===== config.mk =====
export PLATFORM = sky130hd
export DESIGN_NAME = fc_lcc_svc_top
export DESIGN_NICKNAME = d
export VERILOG_FILES = /design/src/rtl/svc_pkg.sv /design/src/rtl/svc_ctrl_if.sv /design/src/rtl/fc_lcc_svc_top.sv /design/src/rtl/svc_ctrl_regs.sv /design/src/rtl/svc_fault_inject.sv /design/src/rtl/svc_reset_seq.sv
export SDC_FILE = /design/constraint.sdc
export NUM_CORES = 1
export LEC_CHECK = 0
export BUFFER_PORTS_ARGS = -buffer_cell sky130_fd_sc_hd__buf_2
export CORE_ASPECT_RATIO = 0.6
export CORE_MARGIN = 4
export CORE_UTILIZATION = 51
export DETAILED_ROUTE_END_ITERATION = 10
export PLACE_DENSITY = 0.86
export SYNTH_ARGS = -nofsm -noshare
export SYNTH_HDL_FRONTEND = slang
export SYNTH_HIERARCHICAL = 1
export SYNTH_SLANG_ARGS = --single-unit

===== constraint.sdc =====
create_clock -name clk -period 12.16 [get_ports clk]
set_input_delay 0 -clock clk [delete_from_list [all_inputs] [get_ports clk]]
set_output_delay 0 -clock clk [all_outputs]
set_load 0.01 [all_outputs]

===== src/rtl/svc_pkg.sv =====
// --------------------
// Service controller package for the fuse and lifecycle controller subsystem.
// Holds command codes, OTP word and clock types, and reset pulse timing.
// --------------------

`default_nettype none

package svc_pkg;

  // --------------------
  // Command codes
  // --------------------
  typedef logic [7:0] svc_cmd_t;

  localparam svc_cmd_t CMD_FC_LCC_RESET                = 8'h10;
  localparam svc_cmd_t CMD_FC_LCC_EN_RESET_WHILE_0ING  = 8'h11;
  localparam svc_cmd_t CMD_FC_LCC_DIS_RESET_WHILE_0ING = 8'h12;
  localparam svc_cmd_t CMD_LC_DISABLE_SVA              = 8'h13;
  localparam svc_cmd_t CMD_LC_ENABLE_SVA               = 8'h14;
  localparam svc_cmd_t CMD_FC_LCC_EXT_CLK_500MHZ       = 8'h20;
  localparam svc_cmd_t CMD_FC_LCC_EXT_CLK_160MHZ       = 8'h21;
  localparam svc_cmd_t CMD_FC_LCC_EXT_CLK_400MHZ       = 8'h22;
  localparam svc_cmd_t CMD_FC_LCC_EXT_CLK_1000MHZ      = 8'h23;
  localparam svc_cmd_t CMD_LC_TRIGGER_ESCALATION0      = 8'h30;
  localparam svc_cmd_t CMD_LC_TRIGGER_ESCALATION0_DIS  = 8'h31;
  localparam svc_cmd_t CMD_LC_TRIGGER_ESCALATION1      = 8'h32;
  localparam svc_cmd_t CMD_LC_TRIGGER_ESCALATION1_DIS  = 8'h33;
  localparam svc_cmd_t CMD_FC_TRIGGER_ESCALATION       = 8'h34;
  localparam svc_cmd_t CMD_FC_LCC_CORRECTABLE_FAULT    = 8'h40;
  localparam svc_cmd_t CMD_FC_LCC_UNCORRECTABLE_FAULT  = 8'h41;

  // --------------------
  // External clock selection
  // --------------------
  // Frequency in MHz; 10 bits cover up to 1023 MHz.
  typedef logic [9:0] clk_mhz_t;

  localparam clk_mhz_t CLK_MHZ_160     = 10'd160;
  localparam clk_mhz_t CLK_MHZ_400     = 10'd400;
  localparam clk_mhz_t CLK_MHZ_500     = 10'd500;
  localparam clk_mhz_t CLK_MHZ_1000    = 10'd1000;
  localparam clk_mhz_t CLK_MHZ_DEFAULT = CLK_MHZ_1000;

  // --------------------
  // OTP partitions
  // --------------------
  typedef logic [15:0] otp_word_t;

  // Number of locked secret partitions that can be faulted.
  localparam int NUM_PARTS = 7;

  // --------------------
  // Reset pulse
  // --------------------
  typedef logic [3:0] rst_cnt_t;

  // The counter runs from 0 up to this value, so the pulse spans 11 cycles.
  localparam rst_cnt_t RST_PULSE_LAST = 4'd10;

endpackage

`default_nettype wire


===== src/rtl/svc_ctrl_if.sv =====
// --------------------
// Decoded control from the register block to the reset sequencer
// and the OTP fault injector.
// --------------------

`timescale 1ns/1ns
`default_nettype none

interface svc_ctrl_if;

  // One-cycle strobe requesting a manual fuse/lifecycle reset.
  logic rst_cmd;
  // Level that arms reset on zeroization writes.
  logic rst_on_zer_en;
  // One-cycle strobes for the two fault kinds.
  logic corr_fault_cmd;
  logic uncorr_fault_cmd;

  modport regs (
    output rst_cmd,
    output rst_on_zer_en,
    output corr_fault_cmd,
    output uncorr_fault_cmd
  );

  modport seq (input rst_cmd, input rst_on_zer_en);

  modport inj (input corr_fault_cmd, input uncorr_fault_cmd);

endinterface

`default_nettype wire


===== src/rtl/fc_lcc_svc_top.sv =====
// --------------------
// Fuse and lifecycle controller service block. Connects the command
// register block, the reset sequencer and the OTP fault injector.
// --------------------

`timescale 1ns/1ns
`default_nettype none

module fc_lcc_svc_top (
  input  logic                          clk,
  input  logic                          cptra_rst_b,
  // Command strobe, valid for a single cycle.
  input  logic                          cmd_valid_i,
  input  svc_pkg::svc_cmd_t             cmd_i,
  input  logic                          clk_byp_ack_i,
  input  logic                          zer_write_i,
  // Locked partition contents and digest status.
  input  svc_pkg::otp_word_t            part_word_i [svc_pkg::NUM_PARTS],
  input  logic [svc_pkg::NUM_PARTS-1:0] part_locked_i,
  // Steering outputs.
  output logic                          fc_lcc_rst_b_o,
  output svc_pkg::clk_mhz_t             clk_sel_o,
  output logic                          clk_switch_req_o,
  output logic                          esc0_o,
  output logic                          esc1_o,
  output logic                          fc_escalate_o,
  output logic                          sva_en_o,
  output svc_pkg::otp_word_t            fault_word_o [svc_pkg::NUM_PARTS],
  output logic                          fault_active_o
);

  svc_ctrl_if ctrl_if ();

  // --------------------
  // Command decode
  // --------------------
  svc_ctrl_regs i_svc_ctrl_regs (
    .clk              (clk),
    .cptra_rst_b      (cptra_rst_b),
    .cmd_valid_i      (cmd_valid_i),
    .cmd_i            (cmd_i),
    .clk_byp_ack_i    (clk_byp_ack_i),
    .ctrl             (ctrl_if.regs),
    .clk_sel_o        (clk_sel_o),
    .clk_switch_req_o (clk_switch_req_o),
    .esc0_o           (esc0_o),
    .esc1_o           (esc1_o),
    .fc_escalate_o    (fc_escalate_o),
    .sva_en_o         (sva_en_o)
  );

  // --------------------
  // Reset and faults
  // --------------------
  svc_reset_seq i_svc_reset_seq (
    .clk            (clk),
    .cptra_rst_b    (cptra_rst_b),
    .ctrl           (ctrl_if.seq),
    .zer_write_i    (zer_write_i),
    .fc_lcc_rst_b_o (fc_lcc_rst_b_o)
  );

  svc_fault_inject i_svc_fault_inject (
    .clk            (clk),
    .cptra_rst_b    (cptra_rst_b),
    .ctrl           (ctrl_if.inj),
    .part_word_i    (part_word_i),
    .part_locked_i  (part_locked_i),
    .fault_word_o   (fault_word_o),
    .fault_active_o (fault_active_o)
  );

endmodule

`default_nettype wire


===== src/rtl/svc_ctrl_regs.sv =====
// --------------------
// Command decoder and control register block. Keeps the clock selection,
// the external clock request, escalation and assertion flags, and the
// reset-on-zeroization arm.
// --------------------

`timescale 1ns/1ns
`default_nettype none

module svc_ctrl_regs (
  input  logic               clk,
  input  logic               cptra_rst_b,
  input  logic               cmd_valid_i,
  input  svc_pkg::svc_cmd_t  cmd_i,
  input  logic               clk_byp_ack_i,
  svc_ctrl_if.regs           ctrl,
  output svc_pkg::clk_mhz_t  clk_sel_o,
  output logic               clk_switch_req_o,
  output logic               esc0_o,
  output logic               esc1_o,
  output logic               fc_escalate_o,
  output logic               sva_en_o
);

  import svc_pkg::*;

  clk_mhz_t clk_sel_q;
  logic     ext_clk_req_q;
  logic     esc0_q;
  logic     esc1_q;
  logic     fc_esc_q;
  logic     sva_en_q;
  logic     rst_on_zer_q;

  // --------------------
  // Strobes to neighbours
  // --------------------
  // These follow the command directly so the neighbour samples them on
  // the same edge as the command itself.
  assign ctrl.rst_cmd          = cmd_valid_i && (cmd_i == CMD_FC_LCC_RESET);
  assign ctrl.corr_fault_cmd   = cmd_valid_i && (cmd_i == CMD_FC_LCC_CORRECTABLE_FAULT);
  assign ctrl.uncorr_fault_cmd = cmd_valid_i && (cmd_i == CMD_FC_LCC_UNCORRECTABLE_FAULT);
  assign ctrl.rst_on_zer_en    = rst_on_zer_q;

  // The switch request is visible only while the bypass is acknowledged.
  assign clk_switch_req_o = clk_byp_ack_i && ext_clk_req_q;

  // --------------------
  // Control registers
  // --------------------
  always_ff @(posedge clk or negedge cptra_rst_b) begin
    if (!cptra_rst_b) begin
      clk_sel_q     <= CLK_MHZ_DEFAULT;
      ext_clk_req_q <= 1'b0;
      esc0_q        <= 1'b0;
      esc1_q        <= 1'b0;
      fc_esc_q      <= 1'b0;
      sva_en_q      <= 1'b1;
      rst_on_zer_q  <= 1'b0;
    end else begin
      // Drop the request once it has been seen with the acknowledge.
      // A clock command below overrides this in the same cycle.
      if (clk_switch_req_o) begin
        ext_clk_req_q <= 1'b0;
      end
      if (cmd_valid_i) begin
        case (cmd_i)
          CMD_FC_LCC_EN_RESET_WHILE_0ING:  rst_on_zer_q <= 1'b1;
          CMD_FC_LCC_DIS_RESET_WHILE_0ING: rst_on_zer_q <= 1'b0;
          CMD_LC_DISABLE_SVA:              sva_en_q     <= 1'b0;
          CMD_LC_ENABLE_SVA:               sva_en_q     <= 1'b1;
          CMD_FC_LCC_EXT_CLK_500MHZ: begin
            clk_sel_q     <= CLK_MHZ_500;
            ext_clk_req_q <= 1'b1;
          end
          CMD_FC_LCC_EXT_CLK_160MHZ: begin
            clk_sel_q     <= CLK_MHZ_160;
            ext_clk_req_q <= 1'b1;
          end
          CMD_FC_LCC_EXT_CLK_400MHZ: begin
            clk_sel_q     <= CLK_MHZ_400;
            ext_clk_req_q <= 1'b1;
          end
          CMD_FC_LCC_EXT_CLK_1000MHZ: begin
            clk_sel_q     <= CLK_MHZ_1000;
            ext_clk_req_q <= 1'b1;
          end
          CMD_LC_TRIGGER_ESCALATION0:     esc0_q   <= 1'b1;
          CMD_LC_TRIGGER_ESCALATION0_DIS: esc0_q   <= 1'b0;
          CMD_LC_TRIGGER_ESCALATION1:     esc1_q   <= 1'b1;
          CMD_LC_TRIGGER_ESCALATION1_DIS: esc1_q   <= 1'b0;
          // Fuse controller escalation has no release command.
          CMD_FC_TRIGGER_ESCALATION:      fc_esc_q <= 1'b1;
          default: begin
            // Unknown codes and codes owned by other blocks leave state alone.
          end
        endcase
      end
    end
  end

  assign clk_sel_o     = clk_sel_q;
  assign esc0_o        = esc0_q;
  assign esc1_o        = esc1_q;
  assign fc_escalate_o = fc_esc_q;
  assign sva_en_o      = sva_en_q;

endmodule

`default_nettype wire


===== src/rtl/svc_fault_inject.sv =====
// --------------------
// One-shot OTP fault injector for the locked secret partitions.
// Latches the faulted partition words on the first fault command.
// --------------------

`timescale 1ns/1ns
`default_nettype none

module svc_fault_inject (
  input  logic                       clk,
  input  logic                       cptra_rst_b,
  svc_ctrl_if.inj                    ctrl,
  input  svc_pkg::otp_word_t         part_word_i [svc_pkg::NUM_PARTS],
  input  logic [svc_pkg::NUM_PARTS-1:0] part_locked_i,
  output svc_pkg::otp_word_t         fault_word_o [svc_pkg::NUM_PARTS],
  output logic                       fault_active_o
);

  import svc_pkg::*;

  logic      fault_active_q;
  logic      capture;
  otp_word_t corr_word   [NUM_PARTS];
  otp_word_t uncorr_word [NUM_PARTS];
  otp_word_t fault_word_q [NUM_PARTS];

  // --------------------
  // Faulted word generation
  // --------------------
  // A partition counts as locked when its digest is nonzero. Unlocked
  // partitions pass through untouched in both fault modes.
  for (genvar i = 0; i < NUM_PARTS; i++) begin : g_part
    assign corr_word[i]   = {part_word_i[i][15:1], part_word_i[i][0] ^ part_locked_i[i]};
    assign uncorr_word[i] = part_word_i[i] ^ {16{part_locked_i[i]}};
  end

  // Only the first fault command after reset is taken.
  assign capture = (ctrl.corr_fault_cmd || ctrl.uncorr_fault_cmd) && !fault_active_q;

  always_ff @(posedge clk or negedge cptra_rst_b) begin
    if (!cptra_rst_b) begin
      fault_active_q <= 1'b0;
    end else if (capture) begin
      fault_active_q <= 1'b1;
    end
  end

  // --------------------
  // Captured words
  // --------------------
  always_ff @(posedge clk) begin
    if (capture) begin
      for (int i = 0; i < NUM_PARTS; i++) begin
        if (ctrl.corr_fault_cmd) begin
          fault_word_q[i] <= corr_word[i];
        end else begin
          fault_word_q[i] <= uncorr_word[i];
        end
      end
    end
  end

  assign fault_word_o   = fault_word_q;
  assign fault_active_o = fault_active_q;

endmodule

`default_nettype wire


===== src/rtl/svc_reset_seq.sv =====
// --------------------
// Fuse/lifecycle reset sequencer. Holds the reset low for a fixed
// number of cycles after a command or an armed zeroization write.
// --------------------

`timescale 1ns/1ns
`default_nettype none

module svc_reset_seq (
  input  logic     clk,
  input  logic     cptra_rst_b,
  svc_ctrl_if.seq  ctrl,
  input  logic     zer_write_i,
  output logic     fc_lcc_rst_b_o
);

  import svc_pkg::*;

  logic     active_q;
  rst_cnt_t cnt_q;
  logic     trigger;

  // A zeroization write only counts while the arm is set.
  assign trigger = ctrl.rst_cmd || (zer_write_i && ctrl.rst_on_zer_en);

  // --------------------
  // Pulse counter
  // --------------------
  always_ff @(posedge clk or negedge cptra_rst_b) begin
    if (!cptra_rst_b) begin
      active_q <= 1'b0;
      cnt_q    <= '0;
    end else if (active_q) begin
      // Triggers during a running pulse are dropped, so the pulse
      // length never stretches.
      if (cnt_q == RST_PULSE_LAST) begin
        active_q <= 1'b0;
        cnt_q    <= '0;
      end else begin
        cnt_q <= cnt_q + rst_cnt_t'(1);
      end
    end else if (trigger) begin
      active_q <= 1'b1;
      cnt_q    <= '0;
    end
  end

  // Reset is active low, so it drops as soon as the pulse starts.
  assign fc_lcc_rst_b_o = !active_q;

endmodule

`default_nettype wire


==> results.cfg <==
[die]
rows = 29
fp.dieW_um = 144
die_height_um = 89.6
pin_count = 261
core_area_um2 = 10700
die_area_um2 = 12900
start_util_pct = 52.9

[synthesis]
syn_area_per_cell_um2 = 16.8
yosys.cell_count.top_type = edfxtp_1
synth_top_cell_by_area = edfxtp_1
synth_edf_count = 112
synth_common_cells = edfxtp_1, xnor2_1, dfrtp_1, buf_6, nand2b_1
yosysWarnings = 6
synth.distinct_cells = 41
synthTopCellsByArea = edfxtp_1, xnor2_1, dfrtp_1, buf_12, dfstp_2
synthArstFlopShare_pct = 13.8
syn_inst = 338
ys.flop_type = edfxtp_1
ys_ff_latch = 130
yosysSeqAreaShare_pct = 67.4
synth_top_area_share_pct = 59.4
synth.cell_area_um2 = 5660

[timing]
clock_skew_ps = 6.61
hold_viol = 0
max_freq_ghz = 0.312
min_period_over_period_pct = 26.4
post-route-min-period_ps = 3210
maxSlewHeadroom_pct = 22.1
fin_setup_tns_ps = 0
holdWs_ps = 66.5
setup_viol = 0
grt_setup_unrepaired = false
fin_ws_ps = 8950
slew_viol_final = 0
tightest_slew_ps = 1170

[critical_path]
path_class = in -> reg
cp.arrival_ps = 3210
r2r_slack_ps = 9790
critical_path_required_ps = 12170
critPathMaxFanout = 92
crit_path_start_kind = input port
crit_path_end_kind = flop

[clock_network]
cts_tree = done
clkTransAtPathRegs_ps = 60
clockBufferDepth = 2
clk_latency_ps = 400
root_buffer = clkbuf_16
cts_resized = 0
cts_sinks = 130
cts_made_buffers = 17
htree_levels = 4

[power]
p_leak_nw = 3.61
p_per_area_nw_per_um2 = 132
totalPowerFinal_mw = 1.15
vdd_ir_drop_max_mv = 0.105

[place]
gp_congestion = 0.827
place_area_um2 = 6870
dp_slack_ps = 9160
post-place-cells = 716
port_buffers = 257
hpwlAfterDp_um = 9400

[global_routing]
met2_usage_pct = 44.1
antenna_found_initial = 1
grt_start_max_net_pins = 93
gr-total-overflow = 0
top_usage_layer = met2
grt.met1_usage_pct = 28.2
grt_pass1_wl_um = 23800
grt_usage_pct = 24.6
met3_usage_pct = 6.93
grt_pass1_vias = 4518

[finish]
stdcell_area_um2 = 8720
stdcell_count = 878
nets = 858
fill_cells = 568
fin_util_pct = 81.5
drive_gt1_share_pct = 42.2
area_growth_syn_to_layout_pct = 54.0

[detailed_routing]
viasPerCell = 4.80
drc_errors = 0
wl_per_cell_um = 18.2
drtIter0Drc = 181
drt_wl_total_um = 16000
vias = 4216
ant_nets = 0
firstDrtPassIters = 4

[status]
status = finished clean

[worst_hold_path]
min_path_type = in -> async

[flow_run]
maxCapViolCount = 0
area by class of cell:
cell class                 count  area [um2]  area share (%)
inverter                       7        26.3           0.301
tap                          139         174            1.99
multi-input combinational    181        1550            17.7
clock inverter                14         140            1.61
clock buffer                  18         429            4.92
antenna                        2        5.00          0.0574
sequential                   130        3820            43.8
timing repair buffer         387        2580            29.6
report_power, final:
part	switching [mW]	internal, mW	leakage (nW)
registers	0.0127	0.505	1.22
logic	0.0619	0.0860	2.12
clock network	0.187	0.301	0.271
total	0.261	0.892	3.61
repair_timing:
item                      4_1_cts  5_1_grt
buffers inserted                0        0
hold endpoints to repair      140        0
hold buffers                  128        0
worst max-delay path, stage by stage:
cell and delay, ps:
dlygate4sd3_1 530, buf_2 170, nor4b_2 350, nand4bb_1 180, nor3_1 160, buf_4 200, nor2_1 90, nor2_4 480
buf_4 960
cell usage in the layout, fill, tap and decap left out, drive strengths merged, types with 3 or more instances in the layout:
| cell type | n |
|---|---|
| nand3 | 3 |
| xnor2 | 105 |
| dfrtp | 13 |
| nand2 | 5 |
| mux2i | 5 |
| edfxtp | 112 |
| nand2b | 8 |
| clkinv | 8 |
| xor2 | 7 |
| dfstp | 5 |
| mux2 | 4 |
| clkbuf | 18 |
| nor2 | 6 |
| o21ai | 4 |
| buf | 259 |
| clkinvlp | 3 |
| inv | 8 |
| dlygate4sd3 | 128 |
| conb | 3 |
| nand4 | 3 |
routing by layer:
layer | wire [um] | up-vias
li1 | - | 1950
met1 | 5940 | 2010
met2 | 8330 | 217
met3 | 1290 | 39
met4 | 461 | 0
met5 | 0 | -
sequential cells by signal (all words and copies together), names as in the netlist:
name / count
i_svc_ctrl_regs/ext_clk_req_q: 1
i_svc_reset_seq/active_q: 1
i_svc_fault_inject/fault_word_o: 112
i_svc_ctrl_regs/clk_sel_o: 6
i_svc_ctrl_regs/esc0_o: 1
i_svc_reset_seq/cnt_q: 4
i_svc_ctrl_regs/fc_escalate_o: 1
i_svc_ctrl_regs/esc1_o: 1
i_svc_ctrl_regs/sva_en_o: 1
i_svc_ctrl_regs/ctrl.rst_on_zer_en: 1
i_svc_fault_inject/fault_active_o: 1
kinds of logic (layout without fill, tap and decap cells):
group,after synthesis,in the layout,synth area share (%)
AND/OR/NAND/NOR,42,42,5.06
AO/OA/AOI/OAI,13,13,1.81
multiplexers,9,9,1.94
other,2,5,0.133
buffers and inverters,28,426,5.46
flip-flops,130,130,67.4
XOR/XNOR,112,112,17.7
adder cells (fa/ha/maj),2,2,0.442
final timing paths:
kind,depth (start not counted),to,from
min,2,i_svc_ctrl_regs/esc0_o,cptra_rst_b
min reg2reg,1,i_svc_ctrl_regs/fc_escalate_o,i_svc_ctrl_regs/fc_escalate_o
max reg2reg,2,i_svc_fault_inject/fault_word_o[67],i_svc_fault_inject/fault_active_o
min in group clk,4,i_svc_ctrl_regs/esc0_o,cmd_i[3]
max,9,i_svc_fault_inject/fault_word_o[67],cmd_i[2]
max in group asynchronous,2,i_svc_ctrl_regs/clk_sel_o[8],cptra_rst_b
No activity file was read; power rests on OpenSTA's default activity.
